$ cat src/common/decode_pkg.sv
/*
 * Shared widths, RV32IM opcode and funct encodings, select enums and the
 * ID/EX payload structs. Used by all decode RTL and the testbench.
 */
package decode_pkg;

    // Widths
    localparam int xlen       = 32;
    localparam int addr_len   = 32;
    localparam int reg_addr_w = 5;
    localparam int alu_func_w = 4;
    localparam int sel_w      = 2;

    // Major opcodes
    localparam logic [6:0] op_op_imm = 7'b0010011;
    localparam logic [6:0] op_op     = 7'b0110011;
    localparam logic [6:0] op_lui    = 7'b0110111;
    localparam logic [6:0] op_auipc  = 7'b0010111;
    localparam logic [6:0] op_jal    = 7'b1101111;
    localparam logic [6:0] op_jalr   = 7'b1100111;
    localparam logic [6:0] op_branch = 7'b1100011;
    localparam logic [6:0] op_load   = 7'b0000011;
    localparam logic [6:0] op_store  = 7'b0100011;

    // ALU group funct3, shared by OP and OP-IMM
    localparam logic [2:0] f3_add_sub = 3'b000;
    localparam logic [2:0] f3_sll     = 3'b001;
    localparam logic [2:0] f3_slt     = 3'b010;
    localparam logic [2:0] f3_sltu    = 3'b011;
    localparam logic [2:0] f3_xor     = 3'b100;
    localparam logic [2:0] f3_sr      = 3'b101;
    localparam logic [2:0] f3_or      = 3'b110;
    localparam logic [2:0] f3_and     = 3'b111;
    localparam logic [2:0] f3_jalr    = 3'b000;

    // Branch conditions
    localparam logic [2:0] f3_beq  = 3'b000;
    localparam logic [2:0] f3_bne  = 3'b001;
    localparam logic [2:0] f3_blt  = 3'b100;
    localparam logic [2:0] f3_bge  = 3'b101;
    localparam logic [2:0] f3_bltu = 3'b110;
    localparam logic [2:0] f3_bgeu = 3'b111;

    // Load and store sizes
    localparam logic [2:0] f3_lb  = 3'b000;
    localparam logic [2:0] f3_lh  = 3'b001;
    localparam logic [2:0] f3_lw  = 3'b010;
    localparam logic [2:0] f3_lbu = 3'b100;
    localparam logic [2:0] f3_lhu = 3'b101;
    localparam logic [2:0] f3_sb  = 3'b000;
    localparam logic [2:0] f3_sh  = 3'b001;
    localparam logic [2:0] f3_sw  = 3'b010;

    localparam logic [6:0] funct7_base   = 7'b0000000;
    localparam logic [6:0] funct7_alt    = 7'b0100000;
    localparam logic [6:0] funct7_muldiv = 7'b0000001;

    typedef enum logic [alu_func_w-1:0] {
        alu_nop, alu_add, alu_sub, alu_sll, alu_slt, alu_sltu, alu_xor,
        alu_srl, alu_sra, alu_or, alu_and, alu_mul, alu_div
    } alu_op_e;

    typedef enum logic [sel_w-1:0] {opsel_rs1, opsel_rs2, opsel_imm, opsel_pc} opsel_e;
    typedef enum logic [sel_w-1:0] {wb_alu, wb_dmem, wb_imm, wb_pc4} wbsel_e;
    typedef enum logic [sel_w-1:0] {pc_seq, pc_branch} pcsel_e;

    // Execute-stage controls
    typedef struct packed {
        alu_op_e               alu_func;
        opsel_e                opsel1;
        opsel_e                opsel2;
        wbsel_e                wbsel;
        logic [reg_addr_w-1:0] rd_addr;
        logic                  rf_w_en;
        logic                  mem_w_en;
    } id_ctrl_t;

    // Execute-stage operands
    typedef struct packed {
        logic [addr_len-1:0] pc;
        logic [xlen-1:0]     rs1_value;
        logic [xlen-1:0]     rs2_value;
        logic [xlen-1:0]     imm;
    } id_data_t;

endpackage

$ cat src/common/decode_if.sv
/*
 * Decoded instruction bundle. The decoder drives it combinationally and the
 * ID/EX register feeds and hazard logic read it.
 */
`timescale 1ns/100ps

interface decode_if;

    decode_pkg::id_ctrl_t                    ctrl;
    logic [decode_pkg::xlen-1:0]             imm;
    logic [decode_pkg::reg_addr_w-1:0]       rs1_addr;
    logic [decode_pkg::reg_addr_w-1:0]       rs2_addr;
    logic                                    is_load;

    modport decoder (output ctrl, imm, rs1_addr, rs2_addr, is_load);
    modport consumer (input ctrl, imm, rs1_addr, rs2_addr, is_load);

endinterface

$ cat src/hw/pipe_reg.sv
/*
 * Pipeline register with synchronous clear and stall hold. The payload type
 * is a parameter so one module carries both control and data.
 */
`timescale 1ns/100ps

module pipe_reg #(
    parameter type payload_t = logic [31:0]
) (
    input  logic     clk,
    input  logic     reset,
    input  logic     stall_i,
    input  payload_t d_i,
    output payload_t q_o
);

    always_ff @(posedge clk) begin
        if (reset) begin
            q_o <= '0;
        end else if (!stall_i) begin
            q_o <= d_i;
        end
    end

endmodule

$ cat src/hw/decode/instr_decoder.sv
/*
 * Combinational RV32IM decoder. Maps opcode, funct3 and funct7 to execute
 * controls, the immediate and the register file read addresses.
 */
`timescale 1ns/100ps

module instr_decoder (
    input  logic [decode_pkg::xlen-1:0] inst_i,
    decode_if.decoder                   dec
);

    logic [6:0] opcode;
    logic [2:0] funct3;
    logic [6:0] funct7;
    logic [decode_pkg::reg_addr_w-1:0] rs1, rs2, rd;
    logic [decode_pkg::xlen-1:0] imm_i, imm_s, imm_b, imm_u, imm_j;
    logic shift_alt, op_alt;

    decode_pkg::id_ctrl_t ctrl;
    logic [decode_pkg::xlen-1:0] imm;
    logic [decode_pkg::reg_addr_w-1:0] rs1_addr, rs2_addr;
    logic is_load;

    assign opcode = inst_i[6:0];
    assign funct3 = inst_i[14:12];
    assign funct7 = inst_i[31:25];
    assign rs1    = inst_i[19:15];
    assign rs2    = inst_i[24:20];
    assign rd     = inst_i[11:7];

    assign imm_i = {{(decode_pkg::xlen-12){inst_i[31]}}, inst_i[31:20]};
    assign imm_s = {{(decode_pkg::xlen-12){inst_i[31]}}, inst_i[31:25], inst_i[11:7]};
    assign imm_b = {{(decode_pkg::xlen-12){inst_i[31]}}, inst_i[7], inst_i[30:25],
                    inst_i[11:8], 1'b0};
    assign imm_u = {inst_i[31:12], 12'b0};
    assign imm_j = {{(decode_pkg::xlen-20){inst_i[31]}}, inst_i[19:12], inst_i[20],
                    inst_i[30:21], 1'b0};

    // Alternate funct7 is only legal for sub, sra and srai
    assign shift_alt = (funct3 == decode_pkg::f3_sr) && (funct7 == decode_pkg::funct7_alt);
    assign op_alt    = (funct7 == decode_pkg::funct7_alt) &&
                       (funct3 == decode_pkg::f3_add_sub || funct3 == decode_pkg::f3_sr);

    // Common funct3 map of OP and OP-IMM
    function automatic decode_pkg::alu_op_e alu_sel(input logic [2:0] f3, input logic alt);
        case (f3)
            decode_pkg::f3_add_sub: alu_sel = alt ? decode_pkg::alu_sub : decode_pkg::alu_add;
            decode_pkg::f3_sll:     alu_sel = decode_pkg::alu_sll;
            decode_pkg::f3_slt:     alu_sel = decode_pkg::alu_slt;
            decode_pkg::f3_sltu:    alu_sel = decode_pkg::alu_sltu;
            decode_pkg::f3_xor:     alu_sel = decode_pkg::alu_xor;
            decode_pkg::f3_sr:      alu_sel = alt ? decode_pkg::alu_sra : decode_pkg::alu_srl;
            decode_pkg::f3_or:      alu_sel = decode_pkg::alu_or;
            default:                alu_sel = decode_pkg::alu_and;
        endcase
    endfunction

    // Register-writing ALU op with rs1 as first operand
    function automatic decode_pkg::id_ctrl_t alu_ctrl(
        input decode_pkg::alu_op_e               op,
        input decode_pkg::opsel_e                src2,
        input logic [decode_pkg::reg_addr_w-1:0] rd_a
    );
        alu_ctrl          = '0;
        alu_ctrl.alu_func = op;
        alu_ctrl.opsel1   = decode_pkg::opsel_rs1;
        alu_ctrl.opsel2   = src2;
        alu_ctrl.wbsel    = decode_pkg::wb_alu;
        alu_ctrl.rd_addr  = rd_a;
        alu_ctrl.rf_w_en  = 1'b1;
    endfunction

    always_comb begin
        ctrl     = '0;
        imm      = '0;
        rs1_addr = '0;
        rs2_addr = '0;
        is_load  = 1'b0;
        case (opcode)
            decode_pkg::op_op_imm: begin
                if ((funct3 != decode_pkg::f3_sll && funct3 != decode_pkg::f3_sr) ||
                    funct7 == decode_pkg::funct7_base || shift_alt) begin
                    ctrl     = alu_ctrl(alu_sel(funct3, shift_alt), decode_pkg::opsel_imm, rd);
                    imm      = imm_i;
                    rs1_addr = rs1;
                end
            end
            decode_pkg::op_op: begin
                if (funct7 == decode_pkg::funct7_muldiv) begin
                    // funct3[2] separates divide/remainder from multiply
                    ctrl = alu_ctrl(funct3[2] ? decode_pkg::alu_div : decode_pkg::alu_mul,
                                    decode_pkg::opsel_rs2, rd);
                end else if (funct7 == decode_pkg::funct7_base || op_alt) begin
                    ctrl = alu_ctrl(alu_sel(funct3, op_alt), decode_pkg::opsel_rs2, rd);
                end
                if (ctrl.rf_w_en) begin
                    rs1_addr = rs1;
                    rs2_addr = rs2;
                end
            end
            decode_pkg::op_lui: begin
                ctrl.wbsel   = decode_pkg::wb_imm;
                ctrl.rd_addr = rd;
                ctrl.rf_w_en = 1'b1;
                imm          = imm_u;
            end
            decode_pkg::op_auipc: begin
                ctrl        = alu_ctrl(decode_pkg::alu_add, decode_pkg::opsel_imm, rd);
                ctrl.opsel1 = decode_pkg::opsel_pc;
                imm         = imm_u;
            end
            decode_pkg::op_jal: begin
                ctrl.wbsel   = decode_pkg::wb_pc4;
                ctrl.rd_addr = rd;
                ctrl.rf_w_en = 1'b1;
                imm          = imm_j;
            end
            decode_pkg::op_jalr: begin
                if (funct3 == decode_pkg::f3_jalr) begin
                    ctrl.wbsel   = decode_pkg::wb_pc4;
                    ctrl.rd_addr = rd;
                    ctrl.rf_w_en = 1'b1;
                    imm          = imm_i;
                    rs1_addr     = rs1;
                end
            end
            decode_pkg::op_branch: begin
                case (funct3)
                    decode_pkg::f3_beq, decode_pkg::f3_bne, decode_pkg::f3_blt,
                    decode_pkg::f3_bge, decode_pkg::f3_bltu, decode_pkg::f3_bgeu: begin
                        imm      = imm_b;
                        rs1_addr = rs1;
                        rs2_addr = rs2;
                    end
                    default: begin
                    end
                endcase
            end
            decode_pkg::op_load: begin
                case (funct3)
                    decode_pkg::f3_lb, decode_pkg::f3_lh, decode_pkg::f3_lw,
                    decode_pkg::f3_lbu, decode_pkg::f3_lhu: begin
                        ctrl       = alu_ctrl(decode_pkg::alu_add, decode_pkg::opsel_imm, rd);
                        ctrl.wbsel = decode_pkg::wb_dmem;
                        imm        = imm_i;
                        rs1_addr   = rs1;
                        is_load    = 1'b1;
                    end
                    default: begin
                    end
                endcase
            end
            decode_pkg::op_store: begin
                case (funct3)
                    decode_pkg::f3_sb, decode_pkg::f3_sh, decode_pkg::f3_sw: begin
                        // Address is rs1 plus offset, rs2 carries the store data
                        ctrl          = alu_ctrl(decode_pkg::alu_add, decode_pkg::opsel_imm, '0);
                        ctrl.rf_w_en  = 1'b0;
                        ctrl.mem_w_en = 1'b1;
                        imm           = imm_s;
                        rs1_addr      = rs1;
                        rs2_addr      = rs2;
                    end
                    default: begin
                    end
                endcase
            end
            default: begin
            end
        endcase

        // No instruction writes both the register file and memory
        assert (!(ctrl.rf_w_en && ctrl.mem_w_en))
            else $error("decoder drives rf_w_en and mem_w_en together");
    end

    assign dec.ctrl     = ctrl;
    assign dec.imm      = imm;
    assign dec.rs1_addr = rs1_addr;
    assign dec.rs2_addr = rs2_addr;
    assign dec.is_load  = is_load;

endmodule

$ cat src/hw/decode/branch_unit.sv
/*
 * Resolves branches and jumps in the decode cycle. Gives the PC select and
 * the redirect target from the current instruction and register values.
 */
`timescale 1ns/100ps

module branch_unit (
    input  logic [decode_pkg::xlen-1:0]     inst_i,
    input  logic [decode_pkg::addr_len-1:0] pc_i,
    input  logic [decode_pkg::xlen-1:0]     rs1_value_i,
    input  logic [decode_pkg::xlen-1:0]     rs2_value_i,
    output decode_pkg::pcsel_e              pcsel_o,
    output logic [decode_pkg::addr_len-1:0] branch_tar_o
);

    logic [6:0] opcode;
    logic [2:0] funct3;
    logic [decode_pkg::xlen-1:0] imm_b, imm_j, imm_i;
    logic taken;

    assign opcode = inst_i[6:0];
    assign funct3 = inst_i[14:12];

    assign imm_b = {{(decode_pkg::xlen-12){inst_i[31]}}, inst_i[7], inst_i[30:25],
                    inst_i[11:8], 1'b0};
    assign imm_j = {{(decode_pkg::xlen-20){inst_i[31]}}, inst_i[19:12], inst_i[20],
                    inst_i[30:21], 1'b0};
    assign imm_i = {{(decode_pkg::xlen-12){inst_i[31]}}, inst_i[31:20]};

    // Branch condition
    always_comb begin
        case (funct3)
            decode_pkg::f3_beq:  taken = rs1_value_i == rs2_value_i;
            decode_pkg::f3_bne:  taken = rs1_value_i != rs2_value_i;
            decode_pkg::f3_blt:  taken = $signed(rs1_value_i) < $signed(rs2_value_i);
            decode_pkg::f3_bge:  taken = $signed(rs1_value_i) >= $signed(rs2_value_i);
            decode_pkg::f3_bltu: taken = rs1_value_i < rs2_value_i;
            decode_pkg::f3_bgeu: taken = rs1_value_i >= rs2_value_i;
            default:             taken = 1'b0;
        endcase
    end

    always_comb begin
        pcsel_o      = decode_pkg::pc_seq;
        branch_tar_o = '0;
        if (opcode == decode_pkg::op_branch && taken) begin
            pcsel_o      = decode_pkg::pc_branch;
            branch_tar_o = pc_i + imm_b;
        end else if (opcode == decode_pkg::op_jal) begin
            pcsel_o      = decode_pkg::pc_branch;
            branch_tar_o = pc_i + imm_j;
        end else if (opcode == decode_pkg::op_jalr && funct3 == decode_pkg::f3_jalr) begin
            pcsel_o      = decode_pkg::pc_branch;
            branch_tar_o = rs1_value_i + imm_i;
        end

        // Redirect only ever comes from a control-transfer opcode
        assert (pcsel_o != decode_pkg::pc_branch || opcode == decode_pkg::op_branch ||
                opcode == decode_pkg::op_jal || opcode == decode_pkg::op_jalr)
            else $error("pc_branch selected for opcode %b", opcode);
    end

endmodule

$ cat src/hw/decode/hazard_unit.sv
/*
 * Registers the load flag for the execute stage and detects back-to-back
 * multiply or divide operations.
 */
`timescale 1ns/100ps

module hazard_unit (
    input  logic                clk,
    input  logic                reset,
    input  logic                stall_i,
    decode_if.consumer          dec,
    input  decode_pkg::alu_op_e ex_alu_func_i,
    output logic                load_flag_o,
    output logic                muldiv_hazard_o
);

    logic ex_is_muldiv;

    // A stalled load must not be seen twice downstream
    always_ff @(posedge clk) begin
        if (reset || stall_i) begin
            load_flag_o <= 1'b0;
        end else begin
            load_flag_o <= dec.is_load;
        end
    end

    assign ex_is_muldiv = (ex_alu_func_i == decode_pkg::alu_mul) ||
                          (ex_alu_func_i == decode_pkg::alu_div);

    // Same mul/div unit requested again while it is still busy in EX
    assign muldiv_hazard_o = ex_is_muldiv && (dec.ctrl.alu_func == ex_alu_func_i);

    assert property (@(posedge clk) stall_i |=> !load_flag_o)
        else $error("load_flag_o high in the cycle after a stall");

endmodule

$ cat src/hw/decode/decode_stage.sv
/*
 * RV32IM instruction decode stage. Decodes inst_i, resolves branches in the
 * same cycle and presents execute controls through the ID/EX register.
 */
`timescale 1ns/100ps

module decode_stage (
    input  logic                                clk,
    input  logic                                reset,
    input  logic [decode_pkg::addr_len-1:0]     pc_i,
    input  logic [decode_pkg::xlen-1:0]         inst_i,
    input  logic [decode_pkg::xlen-1:0]         rs1_value_i,
    input  logic [decode_pkg::xlen-1:0]         rs2_value_i,
    input  logic                                stall_i,
    output logic [decode_pkg::addr_len-1:0]     pc_o,
    output logic [decode_pkg::xlen-1:0]         rs1_value_o,
    output logic [decode_pkg::xlen-1:0]         rs2_value_o,
    output logic [decode_pkg::xlen-1:0]         imm_o,
    output decode_pkg::alu_op_e                 alu_func_o,
    output decode_pkg::opsel_e                  opsel1_o,
    output decode_pkg::opsel_e                  opsel2_o,
    output decode_pkg::wbsel_e                  wbsel_o,
    output logic [decode_pkg::reg_addr_w-1:0]   rd_addr_o,
    output logic                                rf_w_en_o,
    output logic                                mem_w_en_o,
    output logic [decode_pkg::reg_addr_w-1:0]   rs1_addr_o,
    output logic [decode_pkg::reg_addr_w-1:0]   rs2_addr_o,
    output logic                                load_flag_o,
    output decode_pkg::pcsel_e                  pcsel_o,
    output logic [decode_pkg::addr_len-1:0]     branch_tar_o,
    output logic                                muldiv_hazard_o
);

    decode_if dec_bus ();

    decode_pkg::id_ctrl_t ex_ctrl;
    decode_pkg::id_data_t id_data;
    decode_pkg::id_data_t ex_data;

    instr_decoder u_decoder (
        .inst_i (inst_i),
        .dec    (dec_bus.decoder)
    );

    branch_unit u_branch (
        .inst_i       (inst_i),
        .pc_i         (pc_i),
        .rs1_value_i  (rs1_value_i),
        .rs2_value_i  (rs2_value_i),
        .pcsel_o      (pcsel_o),
        .branch_tar_o (branch_tar_o)
    );

    hazard_unit u_hazard (
        .clk             (clk),
        .reset           (reset),
        .stall_i         (stall_i),
        .dec             (dec_bus.consumer),
        .ex_alu_func_i   (ex_ctrl.alu_func),
        .load_flag_o     (load_flag_o),
        .muldiv_hazard_o (muldiv_hazard_o)
    );

    // ID/EX operand bundle
    assign id_data.pc        = pc_i;
    assign id_data.rs1_value = rs1_value_i;
    assign id_data.rs2_value = rs2_value_i;
    assign id_data.imm       = dec_bus.imm;

    pipe_reg #(.payload_t(decode_pkg::id_ctrl_t)) u_ctrl_reg (
        .clk     (clk),
        .reset   (reset),
        .stall_i (stall_i),
        .d_i     (dec_bus.ctrl),
        .q_o     (ex_ctrl)
    );

    pipe_reg #(.payload_t(decode_pkg::id_data_t)) u_data_reg (
        .clk     (clk),
        .reset   (reset),
        .stall_i (stall_i),
        .d_i     (id_data),
        .q_o     (ex_data)
    );

    assign rs1_addr_o  = dec_bus.rs1_addr;
    assign rs2_addr_o  = dec_bus.rs2_addr;

    assign pc_o        = ex_data.pc;
    assign rs1_value_o = ex_data.rs1_value;
    assign rs2_value_o = ex_data.rs2_value;
    assign imm_o       = ex_data.imm;
    assign alu_func_o  = ex_ctrl.alu_func;
    assign opsel1_o    = ex_ctrl.opsel1;
    assign opsel2_o    = ex_ctrl.opsel2;
    assign wbsel_o     = ex_ctrl.wbsel;
    assign rd_addr_o   = ex_ctrl.rd_addr;
    assign rf_w_en_o   = ex_ctrl.rf_w_en;
    assign mem_w_en_o  = ex_ctrl.mem_w_en;

endmodule

$ cat config.mk
export PLATFORM = sky130hd
export DESIGN_NAME = decode_stage
export DESIGN_NICKNAME = d
export VERILOG_FILES = /design/src/common/decode_pkg.sv /design/src/common/decode_if.sv /design/src/hw/pipe_reg.sv /design/src/hw/decode/instr_decoder.sv /design/src/hw/decode/branch_unit.sv /design/src/hw/decode/hazard_unit.sv /design/src/hw/decode/decode_stage.sv
export SDC_FILE = /design/constraint.sdc
export NUM_CORES = 1
export LEC_CHECK = 0
export ABC_AREA = 1
export ABC_CLOCK_PERIOD_IN_PS = 2660
export BUFFER_PORTS_ARGS = -buffer_cell sky130_fd_sc_hd__buf_2
export CORE_MARGIN = 2
export CORE_UTILIZATION = 45
export CTS_BUF_LIST = sky130_fd_sc_hd__clkbuf_2
export DETAILED_ROUTE_END_ITERATION = 10
export HOLD_SLACK_MARGIN = 0.12
export PLACE_DENSITY_LB_ADDON = 0.12
export SLEW_MARGIN = 20
export SYNTH_ARGS = -nofsm -noshare
export SYNTH_HDL_FRONTEND = slang
export SYNTH_SLANG_ARGS = --single-unit
export TNS_END_PERCENT = 1
$ cat constraint.sdc
create_clock -name clk -period 2.66 [get_ports clk]
set_input_delay 0.133 -clock clk [delete_from_list [all_inputs] [get_ports clk]]
set_output_delay 0.133 -clock clk [all_outputs]
set_load 0.02 [all_outputs]
After elaboration in Yosys (flattened, before gate mapping)
Index checks and enable logic that the tools add are counted.
W data, S select, Z words.
- add/sub/neg operators: 3
- magnitude comparators: 4
- eq/ne operators: 25
- muxes and demuxes: 42
- bitwise gates (word level): 1
- reduce and logical (&&, ||, !) cells: 19
- operators by type and width (kind ; count):
    $mux W32 ; 8
    $pmux W32 S7 ; 1
    $add A32 B32 Y32 ; 3
    $mux W17 ; 4
    $ge A32 B32 Y1 ; 2
    $lt A32 B32 Y1 ; 2
    $pmux W8 S8 ; 1
    $pmux W4 S7 ; 2
    $mux W5 ; 9
    $pmux W8 S5 ; 1
    $eq A32 B32 Y1 ; 1
    $ne A32 B32 Y1 ; 1
    $pmux W5 S6 ; 1
    $eq A7 B6 Y1 const B ; 4
    $mux W14 ; 2
    $eq A7 B7 Y1 const B ; 3
    $pmux W5 S3 ; 1
    $eq A7 B5 Y1 const B ; 2
    $eq A3 B3 Y1 const B ; 4
    $eq A4 B4 Y1 const B ; 2
    $mux W2 ; 4
    $mux W4 ; 2
    $mux W8 ; 1
    $eq A7 B1 Y1 const B ; 1
    19 further kinds ; 32
- register bits: 146
- bits of input ports: 131
- output and inout port bits: 191

Logic depth before layout (Yosys ltp)
Gate-level depths: netlist (run 1).
- word-level depth: 11
- mapped depth: 22
- gate-level depth less buffers: 21

Hierarchy
From an unflattened synthesis (run 1), not the netlist that was laid out.
- cells, all modules: 2448
- area, all modules: 14129.8 µm²
- modules (own cells, without submodules) (module ; instances ; cells each ; area an instance (µm²)):
    branch_unit ; 1 ; 1230 ; 6752.7
    pipe_reg at u_data_reg ; 1 ; 811 ; 5206.2
    instr_decoder ; 1 ; 273 ; 1316.3
    pipe_reg at u_ctrl_reg ; 1 ; 108 ; 732.0
    hazard_unit ; 1 ; 26 ; 122.6

Least setup slack after synthesis (run 1)
OpenSTA, ideal clock, no wires.
- kind: in2out
- start: input pc_i[1] (netlist bit)
- end: output branch_tar_o[29] (netlist bit)
- data arrival time: 2067 ps
- data required time: 2527 ps
- path slack: 460 ps
- cell stages on the path: 13
- cell sequence: ha_1 > inv_1 > fa_1 > o21ai_0 > a21oi_1 > o21ai_0 > a21o_1 > nand2_1 > nand3_1 > nand2_1 > o21ai_0 > inv_1 > nand2_1
- cells in the longest elaborated chain, start to end: 3
- ends and longest elaborated chain (element ; line ; source):
    start: declaration ; decode_stage.sv:10 ; input logic [decode_pkg::addr_len-1:0] pc_i,
    $add A32 B32 Y32 ; branch_unit.sv:51 ; branch_tar_o = pc_i + imm_j;
    $mux W32 ; branch_unit.sv:49 ; end else if (opcode == decode_pkg::op_jal) begin
    $mux W32 (*) ; branch_unit.sv:46 ; if (opcode == decode_pkg::op_branch && taken) begin
    end: declaration ; decode_stage.sv:30 ; output logic [decode_pkg::addr_len-1:0] branch_tar_o,
Mark *: on every way between the ends. The rest lies on a longest branch, timed or not.

Final worst setup path (run 1)
- start: input rs1_value_i[31] (netlist bit)
- end: output branch_tar_o[7] (netlist bit)
- cells in the longest elaborated chain, start to end: 4
- ends and longest elaborated chain (element ; line ; source):
    start: declaration ; decode_stage.sv:12 ; input logic [decode_pkg::xlen-1:0] rs1_value_i,
    $ge A32 B32 Y1, or another cell as far along ; branch_unit.sv:38 ; decode_pkg::f3_bgeu: taken = rs1_value_i >= rs2_value_i;
    $pmux W1 S6 (*) ; branch_unit.sv:32 ; case (funct3)
    $logic_and A1 B1 Y1 (*) ; branch_unit.sv:46 ;
    $mux W32 (*) ; branch_unit.sv:46 ;
Marked as above.

==> results of run 1 <==
-- critical path: stages --
cell and delay, ns:
buf_2 0.16, ha_4 0.32, nand2_2 0.07, nor2_2 0.12, nand2_2 0.10, nor3b_4 0.29, buf_4 0.17, nand2_2 0.06
nand2_1 0.06, nand2_1 0.05, clkinv_1 0.04, nand2_2 0.06, nor2_4 0.10, nand3_4 0.13, buf_4 0.18, buf_6 0.14
a31o_2 0.24, buf_4 0.16
-- where the power goes --
part           total [uW]  switching, uW  internal [uW]
Sequential           2350           58.7           2290
Combinational        2730           1570           1160
Clock                1640           1150            490
-- kinds of logic after synthesis --
logic type | count (synthesis)
AO/OA/AOI/OAI | 526
XOR/XNOR | 39
adder cells (fa/ha/maj) | 109
buffers and inverters | 267
flip-flops | 145
other | 1
AND/OR/NAND/NOR | 807
-- registers in the layout, indices dropped and copies added (netlist names) --
register / flops
u_data_reg.q_o: 128
u_ctrl_reg.q_o: 16
u_hazard.load_flag_o: 1
-- Yosys cell counts, types with 2 or more instances --
| library cell | n | area, sq um |
|---|---|---|
| clkbuf_1 | 50 | 188 |
| nand3_1 | 97 | 485 |
| ha_1 | 106 | 1330 |
| or2_2 | 12 | 75.1 |
| nor4_1 | 2 | 12.5 |
| o21ai_1 | 2 | 10.0 |
| nor3_1 | 29 | 145 |
| and2_1 | 2 | 12.5 |
| o21ai_0 | 232 | 1160 |
| fa_1 | 3 | 60.1 |
| nand2_1 | 358 | 1340 |
| xor2_1 | 26 | 228 |
| o21bai_1 | 17 | 128 |
| inv_2 | 6 | 22.5 |
| buf_4 | 3 | 22.5 |
| nor2_1 | 265 | 995 |
| a21o_1 | 11 | 82.6 |
| nand4_1 | 13 | 81.3 |
| a31o_2 | 5 | 43.8 |
| o21a_1 | 5 | 37.5 |
| o211ai_1 | 8 | 60.1 |
| nand2_2 | 7 | 43.8 |
| nor2_2 | 4 | 25.0 |
| dfxtp_1 | 145 | 2900 |
| a22oi_1 | 2 | 15.0 |
| xnor2_1 | 13 | 114 |
| o22ai_1 | 2 | 12.5 |
| inv_1 | 195 | 732 |
| nand3_2 | 5 | 50.1 |
| o21ai_2 | 4 | 35.0 |
| a21boi_1 | 2 | 15.0 |
| a21oi_1 | 224 | 1120 |
| a21boi_0 | 2 | 15.0 |
| clkbuf_8 | 2 | 27.5 |
| a31oi_1 | 5 | 31.3 |
| nand3b_1 | 6 | 45.0 |
| buf_2 | 6 | 30.0 |
-- per-stage QoR --
stage                     power (uW)  hold WS (ns)  cell area (sq um)  std cells  utilization [%]
after floorplan                 3700         0.276              11900       1894                -
after global placement          4510         0.391              14400       2579             55.4
after detailed placement        4530         0.404              14400       2579             55.4
after CTS                       6500         0.139              18100       2951             69.6
after global routing            7030         0.216              18600       2969             71.4
final                           6710         0.214              18600       2969             71.4
-- layer usage --
metal / vias to the layer above / GRT usage (%) / wire [um]
met1: 7589 / 47.0 / 22700
met5: - / 0 / 0
met4: 0 / 14.2 / 2180
met2: 811 / 61.7 / 25200
li1: 7776 / - / -
met3: 157 / 6.56 / 4400
-- cell type report --
class                      count  share of cell area [%]
inverter                     202                    4.09
clock inverter                15                    1.00
clock buffer                  17                   0.457
sequential                   145                    15.6
tap                          335                    2.25
antenna                        3                  0.0403
multi-input combinational   1482                    44.4
timing repair buffer         770                    32.2
-- what timing repair did --
item                                   CTS  global route
endpoints found under the hold margin  145             2
pin swaps                                0            19
setup buffers                            0            15
resized for setup                        5           109
hold buffers                           340             1
setup endpoints to repair                9            51
-- worst max-delay path by stage --
stage / startpoint / end / slack, ns / cells after the start
4_1_cts: rs2_value_i[31] / branch_tar_o[4] / -0.006 / 16
5_1_grt: rs2_value_i[19] / branch_tar_o[13] / -0.17 / 21
6_report: rs1_value_i[31] / branch_tar_o[7] / -0.06 / 18
2_1_floorplan: pc_i[1] / branch_tar_o[29] / 0.46 / 13
3_5_place_dp: rs2_value_i[31] / branch_tar_o[3] / -0.12 / 16
3_3_place_gp: rs2_value_i[31] / branch_tar_o[3] / -0.11 / 16
==> results_dict.tcl, run 1 <==
set metrics [dict create \
    final_cell_mix "nand2_1, dlygate4sd3_1, buf_2, nor2_1, o21ai_0" \
    rows 59 \
    rr_worst_depth 3 \
    vias_per_cell 5.50 \
    async_flop_share_pct 0 \
    gp_congestion 0.974 \
    synth_area_sq_um 11900 \
    power_density_nw_per_um2 361 \
    yosys.area_share.adder_pct 11.6 \
    vias 16300 \
    ff2ff_setup_slack_ns 1.23 \
    worstHoldStart "inst_i[31]" \
    initial_core_util_pct 45.7 \
    die_y_um 167 \
    ant_nets 0 \
    worstPathArrival_ns 2.59 \
    synth_top_family_by_area "simple AND/OR/NAND/NOR gates" \
    synth_simple_gate_area_share_pct 28.5 \
    final_common_cell "nand2_1" \
    synth_compound_area_share_pct 23.6 \
    grt_usage_pct 36.8 \
    syn_avg_cell_area_sq_um 6.29 \
    core_sq_um 26100 \
    startpoint_type "input port" \
    drc 0 \
    synth_fp_nets 2134 \
    area_growth_pct 56.2 \
    io_buffers 320 \
    yosysSeqAreaShare_pct 24.4 \
    drt_first_pass_iters 8 \
    cts_buffers 17 \
    drv_cap 0 \
    drive_above_1_share_pct 22.2 \
    min_to "u_data_reg.q_o[29]" \
    grt_pass1_vias 15900 \
    setup_tns_ns -0.536 \
    hpwl_mm 36.7 \
    root_buffer "clkbuf_2" \
    num-nets-final 2858 \
    antenna_found_initial 1 \
    clk_latency_ns 0.79 \
    die_x_um 167 \
    cts_tree "yes" \
    gr-total-overflow 0 \
    max_freq_ghz 0.368 \
    grt_max_degree 102 \
    synth_xor_area_share_pct 2.87 \
    final-seq-area_sq_um 2900 \
    min_period_ns 2.72 \
    multiInputGateArea_sq_um 8260 \
    slew_headroom_pct 66.6 \
    drt-total-wl_mm 54.5 \
    drtIter0Drc 1508 \
    die-area_sq_um 27800 \
    synthMuxAreaShare_pct 0 \
    path_clk_slew_ns 0.27 \
    end_kind "output port" \
    clock_sinks 145 \
    r2r_start "u_data_reg.q_o[62]" \
    synth-main-ff-cell "dfxtp_1" \
    finalHoldViolations 0 \
    crit_required_ns 2.53 \
    ys_warn_count 0 \
    setup-violations-final 19 \
    clock_skew_ns 0 \
    fin_ws_ns -0.0593 \
    status "finished, violations left" \
    synth_edf_count 0 \
    hold_path_depth 6 \
    violations "setup timing" \
    peakVddDrop_v 0.000305 \
    cts_buffer_depth 2 \
    ys_ff_latch 145 \
    crit_fanout 10 \
    tightest_slew_ns 0.501 \
    leakage_uw 0.00938 \
    hold_class "in2reg" \
    dpl_worst_slack_ns -0.123 \
    ys_types 55 \
    path_class "in2out" \
    grt_pass1_wl_mm 82.4 \
    post-route-period-util_pct 102 \
    drv_slew 0 \
    syn_inst 1894 \
    htreeDepth 4 \
    nFillCells 2213 \
    ioPinCount 322 \
    rsz0062_at_grt "true" \
    rr_endpoint "u_data_reg.q_o[62]" \
    avgRoutedWirePerCell_um 18.3 \
]
(Power assumes the default switching activity.)
==> run 2, diff against run 1 <==
--- a/config.mk
+++ b/config.mk
@@ -6,7 +6,7 @@
 export NUM_CORES = 1
 export LEC_CHECK = 0
 export ABC_AREA = 1
-export ABC_CLOCK_PERIOD_IN_PS = 2660
+export ABC_CLOCK_PERIOD_IN_PS = 3270
 export BUFFER_PORTS_ARGS = -buffer_cell sky130_fd_sc_hd__buf_2
 export CORE_MARGIN = 2
 export CORE_UTILIZATION = 45
==> constraint.sdc (replaced) <==
create_clock -name clk -period 3.27 [get_ports clk]
set_input_delay 0.1635 -clock clk [delete_from_list [all_inputs] [get_ports clk]]
set_output_delay 0.1635 -clock clk [all_outputs]
set_load 0.02 [all_outputs]
==> results_dict.tcl, run 2 (synthesis gave the netlist of run 1 again) <==
set metrics [dict create \
    max_freq_ghz 0.313 \
    rr_worst_depth 3 \
    setup-violations-final 0 \
    largest_reg_flops 128 \
    final_cell_mix "nand2_1, buf_2, nor2_1, dlygate4sd3_1, o21ai_0" \
    drc 0 \
    initial_core_util_pct 45.7 \
    reg_top3 "u_data_reg.q_o x128, u_ctrl_reg.q_o x16, u_hazard.load_flag_o x1" \
    ff2ff_setup_slack_ns 1.89 \
    final_common_cell "nand2_1" \
    ant_nets 0 \
    top_register "u_data_reg.q_o" \
    dp.cells 2518 \
    pwr-share-comb_pct 37.7 \
    path_clk_slew_ns 0.33 \
    swShare_pct 42.7 \
    rsz0062_at_grt "true" \
    finalInstanceArea_sq_um 16900 \
    finalHoldViolations 0 \
    min_period_ns 3.20 \
    hold_class "in2reg" \
    path_class "in2out" \
    io_buffers 320 \
    clock_sinks 145 \
    core_sq_um 26100 \
    clock_skew_ns 0 \
    min_to "u_data_reg.q_o[34]" \
    worstPathArrival_ns 3.04 \
    die_y_um 167 \
    grt_pass1_wl_mm 78.0 \
    hold_path_depth 4 \
    vias_per_cell 5.41 \
    ioPinCount 322 \
    drive_above_1_share_pct 19.2 \
    place_area_sq_um 13900 \
    root_buffer "clkbuf_2" \
    grt_usage_pct 35.1 \
    power_frac_seq_pct 37.0 \
    drv_cap 0 \
    vias 15200 \
    drv_slew 0 \
    die_x_um 167 \
    htreeDepth 4 \
    crit_fanout 9 \
    hpwl_mm 36.4 \
    crit_required_ns 3.11 \
    cts_tree "yes" \
    rr_endpoint "u_data_reg.q_o[46]" \
    drt-total-wl_mm 50.2 \
    grt_max_degree 70 \
    fin_cells 2808 \
    clk_latency_ns 0.80 \
    rows 59 \
    p_sw_uw 2200 \
    cts_buffer_depth 2 \
    pwr-share-clk_pct 25.2 \
    p_int_uw 2950 \
    slew_headroom_pct 52.5 \
    drt_first_pass_iters 6 \
    worstHoldStart "rs2_value_i[2]" \
    cts_buffers 17 \
    gr-total-overflow 0 \
    leakage_uw 0.00851 \
    drtIter0Drc 1212 \
    antenna_found_initial 4 \
    r2r_start "u_data_reg.q_o[46]" \
    die-area_sq_um 27800 \
    gp_congestion 0.976 \
    startpoint_type "input port" \
    end_kind "output port" \
    tightest_slew_ns 0.712 \
    grt_pass1_vias 14800 \
    peakVddDrop_v 0.000246 \
    power_density_nw_per_um2 305 \
    num-nets-final 2696 \
    area_growth_pct 41.8 \
    post-route-period-util_pct 97.8 \
    avgRoutedWirePerCell_um 17.9 \
    status "finished, final reports clean" \
]
==> run 2: repair_timing <==
item                                    CTS  global route
gates resized for setup                   0            53
endpoints found under the hold margin   145             0
hold buffers                            249             0
setup buffers                             0             5
endpoints found under the setup margin    0            43
==> run 2: per-layer routing <==
| layer | GRT usage (%) | part of all wire (%) |
|---|---|---|
| met5 | 0 | 0 |
| met4 | 14.8 | 4.2 |
| met3 | 7.98 | 8.5 |
| met2 | 57.9 | 46 |
| met1 | 44.1 | 42 |
==> run 2: final cells by class <==
class | instances | area [sq um]
Timing Repair Buffer | 608 | 4440
Clock buffer | 17 | 85.1
Inverter | 202 | 764
Fill cell | 2409 | 9160
Sequential cell | 145 | 2900
Tap cell | 335 | 419
Clock inverter | 15 | 185
Antenna cell | 4 | 10.0
Multi-Input combinational cell | 1482 | 8090
==> run 2: how the worst max path moves through the flow <==
stage / to / from / cells past startpoint / slack (ns)
after detailed placement: branch_tar_o[3] / rs2_value_i[31] / 14 / 0.25
after global routing: branch_tar_o[19] / rs2_value_i[24] / 18 / -0.09
after global placement: branch_tar_o[3] / rs2_value_i[31] / 14 / 0.27
after floorplan: branch_tar_o[29] / pc_i[1] / 13 / 1.01
final: branch_tar_o[28] / rs2_value_i[24] / 19 / 0.07
after CTS: branch_tar_o[24] / rs1_value_i[4] / 19 / 0.01
==> run 2: power groups by stage <==
| stage | registers [uW] | logic (uW) | clock network [uW] |
|---|---|---|---|
| 6_report | 1910 | 1940 | 1300 |
| 5_1_grt | 1920 | 2130 | 1360 |
| 4_1_cts | 1900 | 1870 | 1290 |
| 3_5_place_dp | 1930 | 1650 | 0 |
| 3_3_place_gp | 1930 | 1640 | 0 |
| 2_1_floorplan | 2040 | 967 | 0 |
==> run 2: critical path: stages <==
cell and delay (ns):
dlygate4sd3_1 0.52, buf_2 0.10, inv_1 0.05, ha_1 0.27, nand2_1 0.06, nor2_2 0.10
nand2_2 0.08, nor3b_4 0.29, nand2_1 0.17, nand2_1 0.09, nand2_1 0.07, nand3_1 0.08
nand2_1 0.09, nand3_4 0.19, buf_6 0.12, buf_4 0.16, nand3_1 0.09, o211ai_1 0.14
buf_4 0.20
==> run 2: per-stage QoR <==
stage                     TNS (ns)  utilization, %  hold slack [ns]  setup WS (ns)  total power [uW]
after floorplan                  0               -            0.306           1.01              3010
after global placement           0            53.4            0.422          0.271              3570
after detailed placement         0            53.4            0.430          0.249              3580
after CTS                        0            64.0            0.121         0.0135              5060
after global routing        -0.946            64.8            0.120        -0.0921              5410
final                            0            64.8            0.121         0.0708              5150
==> run 3, diff against run 2 <==
--- a/config.mk
+++ b/config.mk
@@ -14,6 +14,7 @@
 export DETAILED_ROUTE_END_ITERATION = 10
 export HOLD_SLACK_MARGIN = 0.12
 export PLACE_DENSITY_LB_ADDON = 0.12
+export REMOVE_ABC_BUFFERS = 1
 export SLEW_MARGIN = 20
 export SYNTH_ARGS = -nofsm -noshare
 export SYNTH_HDL_FRONTEND = slang
==> results_dict.tcl, run 3 (synthesis gave the netlist of run 1 again) <==
set metrics [dict create \
    hpwl_mm 36.2 \
    cts_tree "yes" \
    drt-met1-wl_mm 21.1 \
    drt-total-wl_mm 50.4 \
    peakVddDrop_v 0.000204 \
    reg_top3 "u_data_reg.q_o x128, u_ctrl_reg.q_o x16, u_hazard.load_flag_o x1" \
    crit_required_ns 4.02 \
    grt_max_degree 86 \
    power_density_nw_per_um2 298 \
    p_sw_uw 2140 \
    drv_cap 0 \
    gp_congestion 1.02 \
    worstPathArrival_ns 4.01 \
    largest_reg_flops 128 \
    rr_worst_depth 3 \
    root_buffer "clkbuf_2" \
    post-route-period-util_pct 99.9 \
    worstHoldStart "rs1_value_i[8]" \
    antenna_found_initial 1 \
    pwr-share-clk_pct 23.9 \
    min_period_ns 3.27 \
    grt_pass1_vias 14600 \
    holdWs_ns 0.218 \
    pwr-share-comb_pct 38.7 \
    path_clk_slew_ns 0.31 \
    r2r_start "u_data_reg.q_o[60]" \
    htreeDepth 4 \
    setup_tns_ns 0 \
    clock_sinks 145 \
    drv_slew 0 \
    top_register "u_data_reg.q_o" \
    die_x_um 167 \
    cp_slowest_stage_delay_ns 0.60 \
    initial_core_util_pct 45.7 \
    rows 59 \
    vias 15300 \
    critPathMostFrequentCell "dlygate4sd3_1" \
    hold_class "in2reg" \
    wl_met2_mm 23.7 \
    rr_endpoint "u_data_reg.q_o[60]" \
    ant_nets 0 \
    clock_skew_ns 0 \
    io_buffers 320 \
    startpoint_type "input port" \
    path_cells "dlygate4sd3_1 > buf_2 > inv_1 > nand2_1 > nor3_1 > dlygate4sd3_1 > nand3_1 > nand2_1 > inv_1 > nand3_2 > nand2_2 > o21ai_0 > dlygate4sd3_1 > nand2_1 > a21oi_1 > dlygate4sd3_1" \
    final_cell_mix "nand2_1, buf_2, dlygate4sd3_1, nor2_1, o21ai_0" \
    power_uw 5100 \
    route.met3.wl_mm 3.50 \
    cts_buffers 17 \
    num-nets-final 2698 \
    status "finished, final reports clean" \
    slowest_stage "dlygate4sd3_1" \
    hold_path_depth 4 \
    rsz0062_at_grt "true" \
    ff2ff_setup_slack_ns 1.95 \
    drc 0 \
    setup-violations-final 0 \
    grt_pass1_wl_mm 77.8 \
    final_common_cell "nand2_1" \
    clk_latency_ns 0.77 \
    avgRoutedWirePerCell_um 17.9 \
    area_growth_pct 43.5 \
    cts_buffer_depth 2 \
    maxUsedRoutingLayer "met4" \
    core_sq_um 26100 \
    p_int_uw 2960 \
    crit_fanout 10 \
    max_freq_ghz 0.306 \
    die-area_sq_um 27800 \
    slew_headroom_pct 32.2 \
    min_to "u_data_reg.q_o[72]" \
    gr-total-overflow 0 \
    path_class "in2reg" \
    ioPinCount 322 \
    drive_above_1_share_pct 19.2 \
    drt_first_pass_iters 7 \
    vias_per_cell 5.44 \
    tightest_slew_ns 1.01 \
    end_kind "register" \
    leakage_uw 0.00858 \
    swShare_pct 42.0 \
    die_y_um 167 \
    grt_usage_pct 34.7 \
    drtIter0Drc 1353 \
    finalHoldViolations 0 \
    power_frac_seq_pct 37.4 \
]
## run 3: worst max path at each step
stage / from / endpoint / slack (ns)
4_1_cts: rs1_value_i[30] / branch_tar_o[8] / 0.002
6_report: inst_i[6] / u_data_reg.q_o[16] / 0.005
2_1_floorplan: stall_i / u_ctrl_reg.q_o[15] / 0.49
3_5_place_dp: inst_i[21] / branch_tar_o[29] / 0.33
3_3_place_gp: inst_i[21] / branch_tar_o[29] / 0.39
5_1_grt: rs2_value_i[6] / branch_tar_o[23] / -0.08
## run 3: final cells by class
cell class / instances / area (sq um)
Sequential cell: 145 / 2900
Clock buffer: 17 / 85.1
Fill cell: 2423 / 8950
Clock inverter: 15 / 165
Timing Repair Buffer: 610 / 4570
Multi-Input combinational cell: 1482 / 8190
Inverter: 202 / 764
Tap cell: 335 / 419
Antenna cell: 2 / 5.00
## run 3: per-stage QoR
step | instances | area [sq um] | util [%] | worst slack, ns
after global routing | 2807 | 17100 | 65.6 | -0.0784
after global placement | 2506 | 13800 | 53.1 | 0.388
after floorplan | 1829 | 11600 | - | 0.486
after CTS | 2802 | 16700 | 64.2 | 0.00238
final | 2808 | 17100 | 65.7 | 0.00490
after detailed placement | 2506 | 13800 | 53.1 | 0.334
## run 3: worst max-delay path, delay by kind of cell
kind	cells	cell delay, ns
buf+inv	7	2.61
simple gates	7	0.95
compound gates	2	0.30
## run 3: routing by layer
| metal | GRT usage, % | vias up |
|---|---|---|
| met4 | 14.9 | 0 |
| met5 | 0 | - |
| met3 | 5.28 | 131 |
| met2 | 59.2 | 661 |
| li1 | - | 7456 |
| met1 | 43.4 | 7031 |
## run 3: power by group through the flow
stage | clock (uW) | sequential (uW) | combinational [uW]
5_1_grt | 1290 | 1920 | 2160
2_1_floorplan | 0 | 2040 | 933
4_1_cts | 1210 | 1900 | 1870
3_3_place_gp | 0 | 1930 | 1620
3_5_place_dp | 0 | 1930 | 1630
6_report | 1220 | 1900 | 1970
## run 3: repair_timing
action,in CTS,in global routing
setup endpoints to repair,0,41
hold endpoints to repair,145,3
resized for setup,0,82
buffers inserted,0,8
hold buffers,264,3
